**config.mk**
```make
export PLATFORM = sky130hd
export DESIGN_NAME = tcdm_bank_flat
export DESIGN_NICKNAME = d
export VERILOG_FILES = /design/src/hdl/tcdm_pkg.sv /design/src/hdl/tcdm_bank_if.sv /design/src/hdl/tcdm_bank.sv /design/src/flat_wrapper.sv
export SDC_FILE = /design/constraint.sdc
export NUM_CORES = 2
export LEC_CHECK = 0
export ABC_AREA = 1
export BUFFER_PORTS_ARGS = -buffer_cell sky130_fd_sc_hd__buf_2
export CAP_MARGIN = 10
export CORE_MARGIN = 2
export CORE_UTILIZATION = 25
export DETAILED_ROUTE_END_ITERATION = 10
export PLACE_DENSITY = 0.48
export SLEW_MARGIN = 20
export SYNTH_ARGS = -nofsm -noshare
export SYNTH_HDL_FRONTEND = slang
export SYNTH_SLANG_ARGS = --single-unit
```
**constraint.sdc**
```tcl
create_clock -name clk_i -period 5.7 [get_ports clk_i]
set_input_delay 0.855 -clock clk_i [delete_from_list [all_inputs] [get_ports clk_i]]
set_output_delay 0.855 -clock clk_i [all_outputs]
set_load 0.01 [all_outputs]
```
**src/hdl/tcdm_pkg.sv**
```systemverilog
//~~~~~~~~~~~~~~~~~~~~~~~~~~~~~~~~~~~~~~~~~~~~~~~~~~~~~~~~~~~~~~~~~~~~
// TCDM subsystem sizes, index widths and channel payload types
//~~~~~~~~~~~~~~~~~~~~~~~~~~~~~~~~~~~~~~~~~~~~~~~~~~~~~~~~~~~~~~~~~~~~

package tcdm_pkg;

  // Port counts
  localparam int unsigned NUM_INI  = 4;  // Initiator ports
  localparam int unsigned NUM_BANK = 4;  // Word-interleaved banks

  // Initiator side widths
  localparam int unsigned ADDR_W     = 32;  // Byte address
  localparam int unsigned DATA_W     = 32;  // Data word
  localparam int unsigned BE_W       = 4;   // One enable per byte
  localparam int unsigned BYTE_OFF_W = 2;   // Byte offset within a word

  // Address split, bank select sits right above the byte offset
  localparam int unsigned BANK_IDX_W  = 2;
  localparam int unsigned BANK_ADDR_W = 6;  // 64 words per bank
  localparam int unsigned INI_IDX_W   = 2;  // Travels with each request

  // Pending responses per bank
  localparam int unsigned BANK_QUEUE_DEPTH = 2;

  // Request payload as seen by a bank
  typedef struct packed {
    logic                   wen;    // Write enable
    logic [BE_W-1:0]        be;     // Byte enables
    logic [BANK_ADDR_W-1:0] addr;   // Word address inside the bank
    logic [DATA_W-1:0]      wdata;  // Write data
  } tcdm_req_t;

  // Response payload
  typedef struct packed {
    logic [DATA_W-1:0] rdata;
  } tcdm_resp_t;

endpackage

```
**src/hdl/tcdm_bank_if.sv**
```systemverilog
//~~~~~~~~~~~~~~~~~~~~~~~~~~~~~~~~~~~~~~~~~~~~~~~~~~~~~~~~~~~~~~~~~~~~
// One bank's request and response channels, valid/ready on both
//~~~~~~~~~~~~~~~~~~~~~~~~~~~~~~~~~~~~~~~~~~~~~~~~~~~~~~~~~~~~~~~~~~~~
`timescale 1ns/1ps

interface tcdm_bank_if;

  // Request channel
  logic                               req_valid;
  logic                               req_ready;
  logic [tcdm_pkg::INI_IDX_W-1:0]     req_ini;    // Originating initiator
  tcdm_pkg::tcdm_req_t                req;

  // Response channel
  logic                               resp_valid;
  logic                               resp_ready;
  logic [tcdm_pkg::INI_IDX_W-1:0]     resp_ini;   // Routes the response back
  tcdm_pkg::tcdm_resp_t               resp;

  // Interconnect side
  modport xbar (
    output req_valid, req_ini, req, resp_ready,
    input  req_ready, resp_valid, resp_ini, resp
  );

  // Memory side
  modport bank (
    input  req_valid, req_ini, req, resp_ready,
    output req_ready, resp_valid, resp_ini, resp
  );

endinterface

```
**src/hdl/tcdm_bank.sv**
```systemverilog
//~~~~~~~~~~~~~~~~~~~~~~~~~~~~~~~~~~~~~~~~~~~~~~~~~~~~~~~~~~~~~~~~~~~~
// Memory bank with byte-enable writes and a pending response queue
// answering 1 to 3 cycles after acceptance, in order
//~~~~~~~~~~~~~~~~~~~~~~~~~~~~~~~~~~~~~~~~~~~~~~~~~~~~~~~~~~~~~~~~~~~~
`timescale 1ns/1ps

module tcdm_bank (
  input  logic      clk_i,
  input  logic      arst_n_i,
  tcdm_bank_if.bank bank_io
);

  logic [tcdm_pkg::DATA_W-1:0]    mem_q   [2**tcdm_pkg::BANK_ADDR_W];
  // Pending queue entries
  logic [tcdm_pkg::INI_IDX_W-1:0] ini_q   [tcdm_pkg::BANK_QUEUE_DEPTH];
  logic [tcdm_pkg::DATA_W-1:0]    rdata_q [tcdm_pkg::BANK_QUEUE_DEPTH];
  logic [1:0]                     dly_q   [tcdm_pkg::BANK_QUEUE_DEPTH];  // Cycles left

  logic [$clog2(tcdm_pkg::BANK_QUEUE_DEPTH)-1:0]   wr_ptr_q, rd_ptr_q;
  logic [$clog2(tcdm_pkg::BANK_QUEUE_DEPTH+1)-1:0] cnt_q;
  logic [7:0] lfsr_q;   // Latency source
  logic [1:0] lat;      // Latency minus one
  logic       push, pop;

  assign bank_io.req_ready  = 32'(cnt_q) != tcdm_pkg::BANK_QUEUE_DEPTH;  // Room left
  assign push               = bank_io.req_valid && bank_io.req_ready;
  assign bank_io.resp_valid = (cnt_q != '0) && (dly_q[rd_ptr_q] == 2'd0);  // Head expired
  assign bank_io.resp_ini   = ini_q[rd_ptr_q];
  assign bank_io.resp.rdata = rdata_q[rd_ptr_q];
  assign pop                = bank_io.resp_valid && bank_io.resp_ready;
  assign lat                = (lfsr_q[1:0] == 2'd3) ? 2'd1 : lfsr_q[1:0];  // Fold into 0..2

  // Word memory, written on acceptance
  always_ff @(posedge clk_i) begin
    if (push && bank_io.req.wen) begin
      for (int unsigned b = 0; b < tcdm_pkg::BE_W; b++) begin
        if (bank_io.req.be[b]) mem_q[bank_io.req.addr][8*b +: 8] <= bank_io.req.wdata[8*b +: 8];
      end
    end
  end

  // Entry payload, read data sampled before any write of this request
  always_ff @(posedge clk_i) begin
    for (int unsigned e = 0; e < tcdm_pkg::BANK_QUEUE_DEPTH; e++) begin
      if (dly_q[e] != 2'd0) dly_q[e] <= dly_q[e] - 2'd1;  // Count down
    end
    if (push) begin
      ini_q[wr_ptr_q]   <= bank_io.req_ini;
      rdata_q[wr_ptr_q] <= mem_q[bank_io.req.addr];
      dly_q[wr_ptr_q]   <= lat;
    end
  end

  always_ff @(posedge clk_i or negedge arst_n_i) begin
    if (!arst_n_i) begin
      wr_ptr_q <= '0;
      rd_ptr_q <= '0;
      cnt_q    <= '0;
      lfsr_q   <= 8'hA5;
    end else begin
      lfsr_q <= {lfsr_q[6:0], lfsr_q[7] ^ lfsr_q[5] ^ lfsr_q[4] ^ lfsr_q[3]};
      if (push) wr_ptr_q <= (32'(wr_ptr_q) == tcdm_pkg::BANK_QUEUE_DEPTH - 1) ? '0 : wr_ptr_q + 1'b1;
      if (pop)  rd_ptr_q <= (32'(rd_ptr_q) == tcdm_pkg::BANK_QUEUE_DEPTH - 1) ? '0 : rd_ptr_q + 1'b1;
      case ({push, pop})
        2'b10:   cnt_q <= cnt_q + 1'b1;
        2'b01:   cnt_q <= cnt_q - 1'b1;
        default: cnt_q <= cnt_q;  // Both or neither
      endcase
    end
  end

  // Stalled response holds until taken
  assert property (@(posedge clk_i) disable iff (!arst_n_i)
    bank_io.resp_valid && !bank_io.resp_ready |=>
      bank_io.resp_valid && $stable(bank_io.resp) && $stable(bank_io.resp_ini))
    else $error("tcdm_bank: stalled response changed");

  // Count in range and in step with the pointers
  assert property (@(posedge clk_i) disable iff (!arst_n_i)
    32'(cnt_q) <= tcdm_pkg::BANK_QUEUE_DEPTH &&
      ((cnt_q == '0 || 32'(cnt_q) == tcdm_pkg::BANK_QUEUE_DEPTH) == (wr_ptr_q == rd_ptr_q)))
    else $error("tcdm_bank: pending queue overflow");

endmodule

```
**src/flat_wrapper.sv**
```systemverilog
// flat-port wrapper written by rule: the top's interface ports become plain ports
module tcdm_bank_flat 
  (clk_i, arst_n_i, bank_io_req_valid, bank_io_req_ini, bank_io_req, bank_io_resp_ready, bank_io_req_ready, bank_io_resp_valid, bank_io_resp_ini, bank_io_resp);
  tcdm_bank_if bank_io_i ();
  input  logic clk_i;
  input  logic arst_n_i;
  input wire logic [$bits(bank_io_i.req_valid)-1:0] bank_io_req_valid;
  input wire logic [$bits(bank_io_i.req_ini)-1:0] bank_io_req_ini;
  input wire logic [$bits(bank_io_i.req)-1:0] bank_io_req;
  input wire logic [$bits(bank_io_i.resp_ready)-1:0] bank_io_resp_ready;
  output wire logic [$bits(bank_io_i.req_ready)-1:0] bank_io_req_ready;
  output wire logic [$bits(bank_io_i.resp_valid)-1:0] bank_io_resp_valid;
  output wire logic [$bits(bank_io_i.resp_ini)-1:0] bank_io_resp_ini;
  output wire logic [$bits(bank_io_i.resp)-1:0] bank_io_resp;
  assign bank_io_i.req_valid = bank_io_req_valid;
  assign bank_io_i.req_ini = bank_io_req_ini;
  assign bank_io_i.req = bank_io_req;
  assign bank_io_i.resp_ready = bank_io_resp_ready;
  assign bank_io_req_ready = bank_io_i.req_ready;
  assign bank_io_resp_valid = bank_io_i.resp_valid;
  assign bank_io_resp_ini = bank_io_i.resp_ini;
  assign bank_io_resp = bank_io_i.resp;
  tcdm_bank u_core (.clk_i(clk_i), .arst_n_i(arst_n_i), .bank_io(bank_io_i));
endmodule
```
* Word-level counts from Yosys, hierarchy flattened
Memories as Yosys holds them, arrays and structs flattened. Cells that the tools add are included.
Cells by class: bitwise gates (word level) 3, equality and inequality tests 4, add/sub/neg operators 6, magnitude comparators 0, muxes and demuxes 22, divide/modulo/power cells 0, multiply operators 0, reduce and logical (&&, ||, !) cells 9, shift operators 0
Operators with widths (number):
- 2-to-1 mux 1 bit | 20
- nonzero test 2 bit | 4
- subtractor 2 x 1 -> 2 bit, second input constant | 3
- equality test 2 bit, second input constant | 2
- logical AND 1 bit | 4
- case mux 2 bit (2 select lines) | 1
- XOR 1 bit | 3
- adder 1 bit, second input constant | 2
- adder 2 x 1 -> 2 bit, second input constant | 1
- equality test 2 x 1 -> 1 bit, second input constant | 1
- logical NOT 2 bit | 1
- 2-to-1 mux 2 bit | 1
- inequality test 2 bit, second input constant | 1
Word-level totals: memories 4, bits in read-only memories 0, output and inout bits 36, bits in latches 0, bits in writable memories 2120, register bits after elaboration 12, word-level logic and storage cells 52
Memory list:
- u_core.mem_q | depth 64, bits a word 32, rd ports 1, clocked after memory_dff 0, write ports 1, RTL line tcdm_bank.sv:13 | logic [tcdm_pkg::DATA_W-1:0] mem_q [2**tcdm_pkg::BANK_ADDR_W];
- u_core.rdata_q | depth 2, bits a word 32, rd ports 1, clocked after memory_dff 0, write ports 1, RTL line tcdm_bank.sv:16 | logic [tcdm_pkg::DATA_W-1:0] rdata_q [tcdm_pkg::BANK_QUEUE_DEPTH];
- u_core.dly_q | depth 2, bits a word 2, rd ports 3, clocked after memory_dff 0, write ports 3, RTL line tcdm_bank.sv:17 | logic [1:0] dly_q [tcdm_pkg::BANK_QUEUE_DEPTH];
- u_core.ini_q | depth 2, bits a word 2, rd ports 1, clocked after memory_dff 0, write ports 1, RTL line tcdm_bank.sv:15 | logic [tcdm_pkg::INI_IDX_W-1:0] ini_q [tcdm_pkg::BANK_QUEUE_DEPTH];

* Depth between registers and ports, before layout
An unclocked memory read counts as a cell.
word-level depth 6, depth in mapped cells 15, mapped depth without buffers 11

* Least setup slack after synthesis
Ideal clock, no wire load.
kind input-to-reg, start point in bank_io_req_valid, end point mem u_core.dly_q[0][0], enable pin, arrival time 2860 ps, slack 2538 ps, cell stages on the path 4, library setup time 302 ps, cells stage by stage nand2_1 > nor2_1 > inv_1 > nand2_1
RTL lines:
- from (decl) | RTL line flat_wrapper.sv:7 | input wire logic [$bits(bank_io_i.req_valid)-1:0] bank_io_req_valid;
- to (decl) | RTL line tcdm_bank.sv:17

* Worst setup path after layout
start point reg u_core.rd_ptr_q, end point out bank_io_resp[12]
On the way: word-level cells in the longest chain between the ends 1
RTL lines:
- from (decl) | RTL line tcdm_bank.sv:19 | logic [$clog2(tcdm_pkg::BANK_QUEUE_DEPTH)-1:0] wr_ptr_q, rd_ptr_q;
- from (signal assigned) | RTL line tcdm_bank.sv:63 | if (pop) rd_ptr_q <= (32'(rd_ptr_q) == tcdm_pkg::BANK_QUEUE_DEPTH - 1) ? '0 : rd_ptr_q + 1'b1;
- memory (2 x 32 bit)
- to (decl) | RTL line flat_wrapper.sv:14 | output wire logic [$bits(bank_io_i.resp)-1:0] bank_io_resp;
No other way between the ends.

==> results by group <==
Outcome
  • Outcome: finished clean

Die
  • Die height: just over 600 um
  • Die ar.: between 300000 and 400000 um^2
  • Core Area: 359200 um^2
  • Die X: between 600 and 700 um
  • Rows: 220
  • I/O pins: 85
  • Initial Util: approximately 25%

Placed design
  • Pre-CTS WS: 1.504 ns
  • Gpl congestion: 0.8421
  • IO buf count: 84
  • Placed cells: approximately 13000
  • Placed cell areas: ~96000 um^2
  • DP HPWL: about 180000 um

Layout
  • Commonest non-fill, non-tap cells in the layout: 5904 x nand2_1, 2120 x edfxtp_1, 304 x nor2_1, 228 x clkbuf_16, 115 x buf_4
  • Fin area: 103000 um^2
  • Non-Filler Instances: about 14000
  • Ratio of cells with drive above 1 in the final layout: 6.460%
  • # nets final: 8969
  • Syn-to-layout area delta: 14.08%
  • Commonest non-fill, non-tap cell in the layout: nand2_1

STA
  • Final worst path period need: between 3 and 4 ns
  • Max Fclk: around 250 MHz
  • Period utilisation layout: a little over two thirds
  • Slew Viols, Final: 0
  • RSZ-0062 raised after global routing: no
  • Relative slew slack: 23.39%
  • Setup TNS Final: 0 ns
  • Worst Skew: about 0.1 ns
  • Worst-Margin Slew: 1.145 ns
  • Worst Setup Slack, final: 1.736 ns
  • # setup viols final: 0
  • Fin. Hold Viols: 0

Route
  • 1st-iter DRT viols: 5488
  • Post-route ant nets: 0
  • DRC violations left: 0
  • 1st-pass router iterations: 6
  • Vias per cell: ~4.4
  • Routed len/inst: ~21 um
  • Final wirelength: around 290000 um
  • Via count: about 60000

GRT
  • Vias in the first global route: between 50000 and 60000
  • Grt ovf: 0
  • First-pass GRT wire length: between 400000 and 500000 um
  • GR Util All Layers: between 10% and 20%
  • Initial antenna violation count: 15
  • Pin count of the biggest net entering global routing: ~170

Power
  • Max IR drop VDD: 0.2647 mV
  • Design Power: 0.03514 W
  • Lkg Pwr: a little over 40 nW
  • Power per cell area: roughly 340 nW/um^2

CTS
  • Clock sinks: ~2100
  • Post-cts sizing count: 0
  • Skew-Pair Late Insertion Delay: 0.93 ns
  • Num CTS Buffers: roughly 230
  • Root Buffer: clkbuf_16
  • Max clock buf depth: 4
  • CTS tree: done
  • CTS H-tree lvls: 4
  • CTS clk-pin slew, worst paths: roughly 0.060 ns

Yosys
  • Yosys cell types: 28
  • Synth Register Bits: around 2100
  • Synth Net Count: 8980
  • Synthesized area: between 90000 and 100000 um^2
  • Avg Cell Area, Syn: just over 10 um^2
  • Yosys warns: 0
  • Sequential fraction of the synthesis area: between 70% and 80%
  • Synth Instances: just under 9000

Critical path
  • CP max FO: 23
  • Crit path capture: bank_io_resp[12]
  • FF-to-FF Start: u_core.cnt_q[0]
  • CP required: 4.85 ns
  • WS Path Type: reg2out
  • Critical Path Sink Type: primary output
  • Setup crit start kind: flop
  • CP startpoint: u_core.rd_ptr_q
  • Worst Path Arrival: approximately 3.1 ns
  • FF-to-FF path depth: 7
  • FF-to-FF End: u_core.mem_q[59][16]
  • R2R setup slack: between 2 and 3 ns

Worst hold path
  • Hold Path Class: in2reg

Job
  • Max-cap violation count: 0
[cell type report]
cell class | instances | area [um^2]
Fill cell | 37430 | 256200
Sequential cell | 2132 | 63970
Multi-Input combinational cell | 6303 | 23950
Tap cell | 4773 | 5972
Clock buffer | 269 | 5859
Timing Repair Buffer | 220 | 1719
Clock inverter | 128 | 1303
Inverter | 34 | 167.7
Antenna cell | 21 | 52.55
[worst max-delay path, cell delays in order, from the launching register on]
cell and delay (ns):
dfrtp_2 0.49, inv_2 0.75, buf_4 0.43, nand2_1 0.08, nand2_1 0.23, buf_2 0.20
[how the worst min path moves through the flow]
stage                         end               start  depth (start not counted)
2_1_floorplan    u_core.lfsr_q[7]    u_core.lfsr_q[6]                          0
4_1_cts        u_core.ini_q[1][1]  bank_io_req_ini[1]                          1
3_5_place_dp     u_core.lfsr_q[7]    u_core.lfsr_q[6]                          0
6_report       u_core.ini_q[1][1]  bank_io_req_ini[1]                          1
3_3_place_gp     u_core.lfsr_q[7]    u_core.lfsr_q[6]                          0
5_1_grt        u_core.ini_q[1][1]  bank_io_req_ini[1]                          1
[report_power, final]
part,switching (W),total [W],leakage [nW],internal [W]
clock,0.00626,0.0146,3.48,0.00838
combinational,0.00234,0.00297,18.7,0.000624
sequential,0.0000651,0.0175,19.2,0.0175
[cells in the mapped netlist]
cell type	n	area, um^2
nor2_2	12	75.07
a21oi_1	1	5.000
nand2_1	5904	22160
inv_1	28	105.1
nand3_1	9	45.04
o21a_1	1	7.510
nor3_1	8	40.04
o31ai_1	1	7.510
or2_1	5	31.28
nor2_1	330	1239
buf_2	262	1311
buf_1	35	131.4
buf_4	34	255.2
clkbuf_1	106	397.9
or2_2	1	6.260
o21ai_0	7	35.03
xnor2_1	4	35.03
xor2_1	2	17.52
o21ai_1	5	25.02
edfxtp_1	2120	63660
o211ai_1	6	45.04
buf_6	22	247.7
nand2_2	4	25.02
inv_4	2	12.51
ha_1	3	37.54
dfstp_2	4	105.1
inv_2	4	15.01
dfrtp_1	8	200.2
[what timing repair did]
action                    in CTS  in global routing
hold buffers                   1                  0
buffers inserted               0                  0
hold endpoints to repair       8                  0
[cells by family (layout without fill, tap and decap cells)]
kind of cell | after synthesis | count (layout) | share of synthesized area [%]
AND/OR/NAND/NOR | 6273 | 6273 | 26.17
XOR/XNOR | 6 | 6 | 0.05821
other | 0 | 21 | 0
AO/OA/AOI/OAI | 21 | 21 | 0.1386
adder cells (fa/ha/maj) | 3 | 3 | 0.04158
flip-flops | 2132 | 2132 | 70.85
buffers and inverters | 493 | 651 | 2.743
[sequential cells by signal, indices dropped and copies added (netlist names)]
name and flops:
u_core.rdata_q 64, u_core.ini_q 4, u_core.dly_q 4, u_core.mem_q 2048
u_core.wr_ptr_q 1, u_core.cnt_q 2, u_core.lfsr_q 8, u_core.rd_ptr_q 1
[layer usage]
metal,GRT usage (%),up-vias,part of all wire [%],wire (um)
li1,-,28770,-,-
met1,20.74,30100,43,127200
met2,26.12,1819,47,138900
met3,2.375,384,5.8,17110
met4,4.751,4,3.2,9385
met5,0,-,0.0092,27
[metrics by stage]
stage / hold WS [ns] / util (%)
6_report: 0.1497 / 28.67
5_1_grt: 0.1097 / 28.66
4_1_cts: 0.09071 / 28.65
3_5_place_dp: 0.3512 / 26.65
3_3_place_gp: 0.3407 / 26.64
2_1_floorplan: 0.3330 / -
Power figures use the tool's default switching activity.
